==> src/irq_pkg.sv <==
package irq_pkg;

  // number of interrupt lines
  localparam int INT_VECT_LEN = 8;

  // width of a line index
  localparam int OFFSET_LEN = $clog2(INT_VECT_LEN);

  // timer takes the highest line, so every external source beats it
  localparam int TIMER_IRQ_BIT = 7;

  // service sequence as seen by the core
  typedef enum logic [1:0] {
    // nothing captured
    IRQ_IDLE    = 2'd0,
    // line captured, waiting for advance
    IRQ_TAKEN   = 2'd1,
    // offset valid, waiting for clear
    IRQ_SERVICE = 2'd2
  } irq_state_e;

  // mask write request
  typedef struct packed {
    logic                    write;
    logic [INT_VECT_LEN-1:0] mask;
  } irq_mask_wr_t;

  // status word returned to the core
  typedef struct packed {
    irq_state_e              state;
    // one-hot, zero when idle
    logic [INT_VECT_LEN-1:0] handling;
    logic [INT_VECT_LEN-1:0] mask;
  } irq_status_t;

endpackage

==> src/irq_timer.sv <==
`timescale 1ns/10ps

module irq_timer #(
  parameter int TIMER_PERIOD = 64
) (
  input  logic clk_i,
  input  logic arst_n_i,
  output logic timer_pulse_o
);

  // a period of one still needs a one-bit counter
  localparam int CNT_W = (TIMER_PERIOD > 1) ? $clog2(TIMER_PERIOD) : 1;
  localparam logic [CNT_W-1:0] CNT_LAST = CNT_W'(TIMER_PERIOD - 1);

  logic [CNT_W-1:0] count_q;
  logic             wrap;

  // last count of the period
  assign wrap = (count_q == CNT_LAST);

  // free-running counter, 0 .. TIMER_PERIOD-1
  always_ff @(posedge clk_i or negedge arst_n_i) begin
    if (!arst_n_i) begin
      count_q <= '0;
    end else if (wrap) begin
      count_q <= '0;
    end else begin
      count_q <= count_q + 1'b1;
    end
  end

  // one cycle high per period
  assign timer_pulse_o = wrap;

endmodule

==> src/irq_pending.sv <==
`timescale 1ns/10ps

module irq_pending (
  input  logic                            clk_i,
  input  logic                            arst_n_i,
  input  logic [irq_pkg::INT_VECT_LEN-1:0] lines_i,
  input  irq_pkg::irq_mask_wr_t           mask_wr_i,
  input  logic                            clear_i,
  input  logic [irq_pkg::INT_VECT_LEN-1:0] handling_i,
  output logic [irq_pkg::INT_VECT_LEN-1:0] mask_o,
  output logic [irq_pkg::INT_VECT_LEN-1:0] lowest_o
);

  import irq_pkg::*;

  logic [INT_VECT_LEN-1:0] mask_q;
  logic [INT_VECT_LEN-1:0] pending_q;
  logic [INT_VECT_LEN-1:0] masked;
  logic [INT_VECT_LEN-1:0] pending_d;

  // only enabled lines reach the pending register
  assign masked = lines_i & mask_q;

  // mask register, new value visible after the write edge
  always_ff @(posedge clk_i or negedge arst_n_i) begin
    if (!arst_n_i) begin
      mask_q <= '0;
    end else if (mask_wr_i.write) begin
      mask_q <= mask_wr_i.mask;
    end
  end

  // sticky pending bits
  // clear toggles out the serviced bit; handling is zero when idle
  always_comb begin
    if (clear_i) begin
      pending_d = (pending_q ^ handling_i) | masked;
    end else begin
      pending_d = pending_q | masked;
    end
  end

  // masking a line later does not drop a bit already pending
  always_ff @(posedge clk_i or negedge arst_n_i) begin
    if (!arst_n_i) begin
      pending_q <= '0;
    end else begin
      pending_q <= pending_d;
    end
  end

  // lowest index wins
  always_comb begin
    logic found;
    found    = 1'b0;
    lowest_o = '0;
    for (int i = 0; i < INT_VECT_LEN; i++) begin
      if (pending_q[i] && !found) begin
        lowest_o[i] = 1'b1;
        found       = 1'b1;
      end
    end
  end

  assign mask_o = mask_q;

endmodule

==> src/irq_fsm.sv <==
`timescale 1ns/10ps

module irq_fsm #(
  parameter int XLEN = 32
) (
  input  logic                            clk_i,
  input  logic                            arst_n_i,
  input  logic [irq_pkg::INT_VECT_LEN-1:0] lowest_i,
  input  logic                            advance_i,
  input  logic                            clear_i,
  output irq_pkg::irq_state_e             state_o,
  output logic [irq_pkg::INT_VECT_LEN-1:0] handling_o,
  output logic [XLEN-1:0]                 vector_offset_o
);

  import irq_pkg::*;

  irq_state_e              state_q;
  irq_state_e              state_d;
  logic [INT_VECT_LEN-1:0] handling_q;
  logic [OFFSET_LEN-1:0]   index;
  logic [XLEN-1:0]         offset_full;
  logic [XLEN-1:0]         offset_q;

  // next state
  always_comb begin
    state_d = state_q;
    case (state_q)
      IRQ_IDLE: begin
        if (lowest_i != '0) begin
          state_d = IRQ_TAKEN;
        end
      end
      IRQ_TAKEN: begin
        if (advance_i) begin
          state_d = IRQ_SERVICE;
        end
      end
      IRQ_SERVICE: begin
        if (clear_i) begin
          state_d = IRQ_IDLE;
        end
      end
      default: begin
        state_d = IRQ_IDLE;
      end
    endcase
  end

  // one-hot handling to line index
  always_comb begin
    index = '0;
    for (int i = 0; i < INT_VECT_LEN; i++) begin
      if (handling_q[i]) begin
        index = OFFSET_LEN'(i);
      end
    end
  end

  // word-aligned byte offset into the vector table
  assign offset_full = {{(XLEN - OFFSET_LEN - 2){1'b0}}, index, 2'b00};

  always_ff @(posedge clk_i or negedge arst_n_i) begin
    if (!arst_n_i) begin
      state_q    <= IRQ_IDLE;
      handling_q <= '0;
      offset_q   <= '0;
    end else begin
      state_q <= state_d;
      // capture the winning line
      if (state_q == IRQ_IDLE && lowest_i != '0) begin
        handling_q <= lowest_i;
      end
      // offset valid from IRQ_SERVICE on
      if (state_q == IRQ_TAKEN && advance_i) begin
        offset_q <= offset_full;
      end
      // release the line
      if (state_q == IRQ_SERVICE && clear_i) begin
        handling_q <= '0;
      end
    end
  end

  assign state_o         = state_q;
  assign handling_o      = handling_q;
  assign vector_offset_o = offset_q;

endmodule

==> src/irq_ctrl_top.sv <==
`timescale 1ns/10ps

module irq_ctrl_top #(
  parameter int XLEN         = 32,
  parameter int TIMER_PERIOD = 64
) (
  input  logic                            clk_i,
  input  logic                            arst_n_i,
  input  logic [irq_pkg::INT_VECT_LEN-1:0] irq_lines_i,
  input  irq_pkg::irq_mask_wr_t           mask_wr_i,
  input  logic                            advance_i,
  input  logic                            clear_i,
  output irq_pkg::irq_status_t            status_o,
  output logic [XLEN-1:0]                 vector_offset_o
);

  import irq_pkg::*;

  logic                    timer_pulse;
  logic [INT_VECT_LEN-1:0] lines_merged;
  logic [INT_VECT_LEN-1:0] lowest;
  logic [INT_VECT_LEN-1:0] mask_q;
  logic [INT_VECT_LEN-1:0] handling;
  irq_state_e              state;

  irq_timer #(
    .TIMER_PERIOD (TIMER_PERIOD)
  ) irq_timer_inst (
    .clk_i         (clk_i),
    .arst_n_i      (arst_n_i),
    .timer_pulse_o (timer_pulse)
  );

  // timer shares the external line at TIMER_IRQ_BIT
  assign lines_merged = irq_lines_i | (INT_VECT_LEN'(timer_pulse) << TIMER_IRQ_BIT);

  irq_pending irq_pending_inst (
    .clk_i      (clk_i),
    .arst_n_i   (arst_n_i),
    .lines_i    (lines_merged),
    .mask_wr_i  (mask_wr_i),
    .clear_i    (clear_i),
    .handling_i (handling),
    .mask_o     (mask_q),
    .lowest_o   (lowest)
  );

  irq_fsm #(
    .XLEN (XLEN)
  ) irq_fsm_inst (
    .clk_i           (clk_i),
    .arst_n_i        (arst_n_i),
    .lowest_i        (lowest),
    .advance_i       (advance_i),
    .clear_i         (clear_i),
    .state_o         (state),
    .handling_o      (handling),
    .vector_offset_o (vector_offset_o)
  );

  assign status_o = '{state: state, handling: handling, mask: mask_q};

endmodule

==> config.mk <==
export PLATFORM = sky130hd
export DESIGN_NAME = irq_ctrl_top
export DESIGN_NICKNAME = d
export VERILOG_FILES = /design/src/irq_pkg.sv /design/src/irq_timer.sv /design/src/irq_pending.sv /design/src/irq_fsm.sv /design/src/irq_ctrl_top.sv
export SDC_FILE = /design/constraint.sdc
export NUM_CORES = 1
export LEC_CHECK = 0
export BUFFER_PORTS_ARGS = -buffer_cell sky130_fd_sc_hd__buf_4
export CORE_ASPECT_RATIO = 1.2
export CORE_UTILIZATION = 45
export CTS_BUF_LIST = sky130_fd_sc_hd__clkbuf_8
export CTS_CLUSTER_DIAMETER = 120
export CTS_CLUSTER_SIZE = 14
export DETAILED_ROUTE_END_ITERATION = 10
export GPL_TIMING_DRIVEN = 1
export HOLD_SLACK_MARGIN = 0.15
export PLACE_DENSITY_LB_ADDON = 0.1
export REMOVE_ABC_BUFFERS = 1
export SLEW_MARGIN = 15
export SYNTH_ARGS = -nofsm -noshare
export SYNTH_HDL_FRONTEND = slang
export SYNTH_SLANG_ARGS = --single-unit
==> constraint.sdc <==
create_clock -name clk_i -period 1.3 [get_ports clk_i]
set_input_delay 0.13 -clock clk_i [delete_from_list [all_inputs] [get_ports clk_i]]
set_output_delay 0.13 -clock clk_i [all_outputs]
set_load 0.03 [all_outputs]
==> results of run 1 <==
[worst paths after layout]
kind / endpoint / slack [ns] / depth (start not counted)
max in group asynchronous: irq_pending_inst.pending_q[3] / 0.61 / 2
min: irq_fsm_inst.state_o[1] / 0.18 / 2
max: irq_fsm_inst.handling_o[5] / 0.01 / 4
min in group asynchronous: irq_fsm_inst.vector_offset_o[2] / 0.35 / 2
min reg2reg: irq_timer_inst.count_q[4] / 0.48 / 1
max reg2reg: irq_fsm_inst.handling_o[5] / 0.01 / 4
[logic make-up after synthesis]
| logic type | Yosys count | share of synthesized area (%) |
|---|---|---|
| compound gates | 36 | 12.5 |
| xor+xnor | 4 | 1.96 |
| fa+ha+maj | 1 | 0.699 |
| buf+inv | 34 | 13.2 |
| flops | 35 | 48.9 |
| mux | 8 | 5.03 |
| other cells | 1 | 0.209 |
| simple gates | 54 | 17.5 |
[per-layer routing]
metal	global-route usage (%)	share of wire [%]	up-vias
met3	5.30	4.5	14
li1	-	-	700
met1	26.1	41	684
met4	9.82	2.9	0
met2	35.5	52	57
met5	0	0	-
[worst reg2reg max path, delay by kind of cell (launching register included)]
family	cells	cell delay, ns
flops	1	0.44
simple gates	2	0.53
compound gates	2	0.27
[per-stage QoR]
step / TNS [ns] / util [%]
3_5_place_dp: 0 / 56.9
6_report: 0 / 65.5
5_1_grt: -0.172 / 65.5
3_3_place_gp: 0 / 56.9
4_1_cts: 0 / 64.7
2_1_floorplan: -0.339 / -
[state kept, by name, summed over array words and instances, names as in the netlist]
name                          cells
irq_fsm_inst.handling_o           8
irq_fsm_inst.state_o              2
irq_fsm_inst.vector_offset_o      3
irq_pending_inst.mask_o           8
irq_pending_inst.pending_q        8
irq_timer_inst.count_q            6
[cell usage in the layout (no fill, tap or decap), drive strengths merged, types with 4 or more instances in the layout]
cell,count
conb,29
nor2,8
nand2,21
dlygate4sd3,18
and3,7
a21oi,10
o21ai,17
nor4,4
inv,4
nand3,4
buf,53
mux2,8
dfrtp,35
clkbuf,7
[final cells by class]
class	instances	area, um^2
timing repair buffer	71	578
inverter	3	11.3
sequential	35	878
clock buffer	7	96.3
fill	304	1280
clock inverter	1	3.75
multi-input combinational	133	806
tap	52	65.1
[power groups by stage]
stage / Sequential (mW) / Clock (mW) / Combinational (mW)
floorplan: 1.67 / 0 / 0.481
global placement: 1.44 / 0 / 1.17
detailed placement: 1.45 / 0 / 1.19
CTS: 1.43 / 0.871 / 1.26
global route: 1.46 / 0.906 / 1.40
finish: 1.43 / 0.837 / 1.29
[what timing repair did]
action	4_1_cts	5_1_grt
cloned	0	1
pin swaps	0	6
hold buffers	18	0
endpoints found under the setup margin	2	6
setup buffers	0	2
gates resized for setup	1	3
hold endpoints to repair	52	0
==> summary.txt, run 1 <==
Clock tree
  – CTS max path bufs: 2
  – CTS buffer count: 5
  – Clk_lat worst skew: roughly 0.29 ns
  – Clock Sinks: 35
  – TritonCTS clock tree: built
  – H-tree levels: 2
  – Clk pin slew, worst setup/hold paths: roughly 0.070 ns
  – CTS Root Cell: clkbuf_8

Drt
  – Routed length per instance: 13.6 um
  – DRT iter0 DRCs: just over 50
  – ANT nets after route: 0
  – Vias per inst: 4.82
  – Pre-Repair DR Iteration Count: 4
  – Vias: roughly 1,500
  – Number of remaining DRC errors: 0
  – Routed WL: 4110 um

STA
  – Endpoints failing hold: 0
  – Peak Freq: 778 MHz
  – Crit path time final: 1.29 ns
  – Tcrit/Tclk final: 98.9%
  – Min Hold Slack: 0.178 ns
  – RSZ-0062 raised after global routing: yes
  – Fin. max-slew vios: 0
  – Final WS setup: 0.0147 ns
  – Final clock skew: 0.0102 ns
  – Final setup fails: 0

Setup path
  – WP data required: 1.53 ns
  – CP endpoint kind: flop
  – Startpoint Class: flop
  – Crit-path cells: nor4_4 -> a21boi_4 -> nor2b_4 -> a22o_1
  – CP Buf/Inv Count: 0
  – CP max stage delay: 0.44 ns
  – CP max stage cell: dfrtp_2
  – Crit path max-delay family: simple AND/OR/NAND/NOR gates
  – Worst EP arrival: 1.52 ns
  – Crit Path Class: flop to flop
  – RR Startpoint: irq_pending_inst.pending_q[3]
  – Crit path from: irq_pending_inst.pending_q[3]
  – Critical Path Fanout Max: 5

Pwr
  – IR drop worst, VDD: 0.905 mV
  – Sequential Power Share: between 40% and 50%
  – Clock power share: 23.5%
  – Net Switching: 1.29 mW
  – Tot Pwr: 3.55 mW
  – Logic gate share of total power: 36.2%
  – Cell internal pwr: 2.26 mW
  – P per Cell Area: 1460 nW/um^2
  – Lkg Pwr: 1.17 nW
  – Net Sw Frac: 36.3%

Place
  – Dpl hpwl: about 2700 um
  – Placed Cells: roughly 270
  – PortBufs: 41
  – Post-Place Setup Slack: approximately 0.021 ns
  – Dpl cell area: around 2100 um^2
  – RD Place Congestion: 0.787

Min path
  – Min-delay worst type: primary input to flop
  – Worst hold start: clear_i

Global route
  – Largest net degree at the start of global routing: 36
  – Global-route wire length before repair: 6750 um
  – Gr usage total: between 20% and 30%
  – Number of global-route vias before repair: 1,448
  – Initial antenna violation count: 0
  – Overflow after GRT: 0

Synth
  – Top-area cell type share of the netlist area: about half
  – Post-synthesis cell type count: 35
  – Synth Register Bits: 35
  – Mapped Area: about 1800 um^2
  – Post-Synthesis Cells: 173
  – Yosys warnings: 0
  – Largest cells by area after synthesis: dfrtp_1, buf_4, mux2_2
  – Most frequent cell after synthesis: dfrtp_1
  – Avg Inst Size Synth: 10.3 um^2
  – Top cell type by total area after synthesis: dfrtp_1
  – Post-synth EDFFs: 0
  – Commonest cells in the netlist: dfrtp_1, buf_4, nand2_1
  – Async set-or-reset flop fraction in the synthesized netlist: 100%
  – Sequential area share after synthesis: between 40% and 50%
  – Post-synth top flop: dfrtp_1

Status
  – Status: finished clean

Flow run
  – MaxCap Viol Count: 0

Finish
  – Layout cells sized above 1: 32.8%
  – Synth-to-layout area growth: 36.2%
  – Non-filler cells, final: 302
  – Post-route cell area: 2440 um^2
  – Layout Nets: roughly 270
  – ANT cells: 0

Die
  – Die width: 59.6 um
  – Rows: 24
  – I/O pins: about 70
  – Total die area: 4240 um^2
  – Initial core utilization: 48.1%
  – Core box area: 3720 um^2
  – Die Ht: 71.1 um
Power figures use the tool's default switching activity.
==> run 2, diff against run 1 <==
- RECOVER_POWER: default -> 100
==> summary.txt, run 2 (synthesized netlist as in run 1, its figures left out) <==
Status
  – Status: finished clean

Finish
  – ANT cells: 0
  – Layout Nets: roughly 270
  – Synth-to-layout area growth: 31.7%
  – Layout cells sized above 1: 26.8%
  – Commonest non-fill, non-tap cell in the layout: dfrtp_1
  – Final core occ: 63.3%
  – Commonest non-fill, non-tap cells in the layout: dfrtp_1, conb_1, nand2_1, buf_4, dlygate4sd3_1

Setup path
  – Crit path from: irq_fsm_inst.state_o[0]
  – Worst setup path end: irq_fsm_inst.handling_o[6]
  – Critical Path Fanout Max: 4
  – Worst reg-to-reg path cell count: 4
  – Worst EP arrival: 1.47 ns
  – WP data required: around 1.5 ns
  – R2r endpoint: irq_fsm_inst.handling_o[6]
  – CP endpoint kind: flop
  – Crit Path Class: flop to flop
  – CP max stage delay: slightly above 0.4 ns
  – RR Startpoint: irq_fsm_inst.state_o[0]
  – Startpoint Class: flop
  – CP max stage cell: dfrtp_1
  – Reg2Reg Setup Slack: roughly 0.011 ns
  – Crit-path cells: clkbuf_2 -> nand3b_1 -> nor2b_4 -> a32o_2

Place
  – PortBufs: 41
  – RD Place Congestion: 0.787
  – Dpl hpwl: 2710 um

Die
  – Initial core utilization: 48.1%
  – Core box area: 3720 um^2
  – I/O pins: 71
  – Rows: 24
  – Die width: 59.6 um
  – Total die area: about 4200 um^2
  – Die Ht: roughly 71 um

STA
  – Least-Margin Pin Slew: between 0.8 and 0.9 ns
  – Tcrit/Tclk final: slightly below 100%
  – RSZ-0062 raised after global routing: yes
  – Peak Freq: roughly 780 MHz
  – Setup TNS: 0 ns
  – Slew margin rel.: 43.0%
  – Final clock skew: 0.00844 ns
  – Fin. max-slew vios: 0
  – Final setup fails: 0
  – Endpoints failing hold: 0
  – Crit path time final: 1.29 ns

Global route
  – Number of global-route vias before repair: 1,448
  – Global-route wire length before repair: between 6000 and 7000 um
  – Initial antenna violation count: 0
  – Largest net degree at the start of global routing: 36
  – Overflow after GRT: 0
  – Gr usage total: 21.5%

Clock tree
  – H-tree levels: 2
  – Clk pin slew, worst setup/hold paths: 0.07 ns
  – CTS Root Cell: clkbuf_8
  – TritonCTS clock tree: built
  – Clock Sinks: 35
  – CTS buffer count: 5
  – Clk_lat worst skew: between 0.2 and 0.3 ns
  – CTS max path bufs: 2

Min path
  – Min-delay worst type: primary input to flop
  – Worst hold start: clear_i
  – Worst hold stages: 2

Drt
  – ANT nets after route: 0
  – Vias: 1,441
  – Routed length per instance: 13.6 um
  – Number of remaining DRC errors: 0
  – Pre-Repair DR Iteration Count: 4
  – Vias per inst: 4.77
  – Routed WL: 4110 um
  – DRT iter0 DRCs: between 40 and 50

Flow run
  – MaxCap Viol Count: 0

Pwr
  – IR drop worst, VDD: 0.891 mV
  – P per Cell Area: 1460 nW/um^2
  – Tot Pwr: 3.45 mW
  – Lkg Pwr: 1.11 nW
-- run 2: changes by cell type in the layout (fill, tap and decap cells not counted), sizes merged --
cell,before,now
buf,53,20
clkbuf,7,40
-- run 2: worst min path at each step --
stage / end
2_1_floorplan: irq_fsm_inst.handling_o[0]
3_3_place_gp: irq_fsm_inst.vector_offset_o[3]
3_5_place_dp: irq_fsm_inst.vector_offset_o[2]
4_1_cts: irq_fsm_inst.state_o[1]
5_1_grt: irq_pending_inst.mask_o[7]
6_report: irq_fsm_inst.state_o[1]
-- run 2: critical path, delay by kind of cell (launching register included) --
kind	cells	cell delay, ns
buffers and inverters	1	0.17
DFF	1	0.41
and+or+nand+nor	2	0.37
AOI/OAI and AO/OA	1	0.23
-- run 2: area by class of cell --
type / count / area (um^2)
flip-flops and latches: 35 / 878
well taps: 52 / 65.1
multi-input cells: 133 / 806
clock buffers: 7 / 96.3
clock inverters: 1 / 3.75
inverters: 3 / 11.3
repair buffers: 71 / 497
fillers: 333 / 1370
-- run 2: layer usage --
layer / track usage (%) / up-vias / part of all wire (%)
li1: - / 698 / -
met1: 26.1 / 681 / 42
met2: 35.5 / 48 / 52
met3: 5.30 / 14 / 3.7
met4: 9.82 / 0 / 2.9
met5: 0 / - / 0
-- run 2: through the flow --
stage	std cells	worst slack, ns	instance area (um^2)	hold WS [ns]
6_report	302	0.0107	2360	0.177
5_1_grt	302	-0.0639	2360	0.194
4_1_cts	299	0.0135	2410	0.176
3_5_place_dp	273	0.0208	2120	0.109
3_3_place_gp	273	0.0615	2120	0.101
2_1_floorplan	170	-0.118	1670	-0.166
-- run 2: timing repair --
| item | in CTS | in global routing |
|---|---|---|
| gates resized for setup | 1 | 3 |
| hold buffers | 18 | 0 |
| gates cloned | 0 | 1 |
| buffers inserted | 0 | 2 |
| hold endpoints to repair | 52 | 0 |
| pin swaps | 0 | 6 |
| setup endpoints to repair | 2 | 6 |
-- run 2: where the power goes --
part,total [mW],switching [mW],internal (mW)
logic,1.19,0.748,0.443
registers,1.43,0.180,1.25
clock network,0.833,0.358,0.475
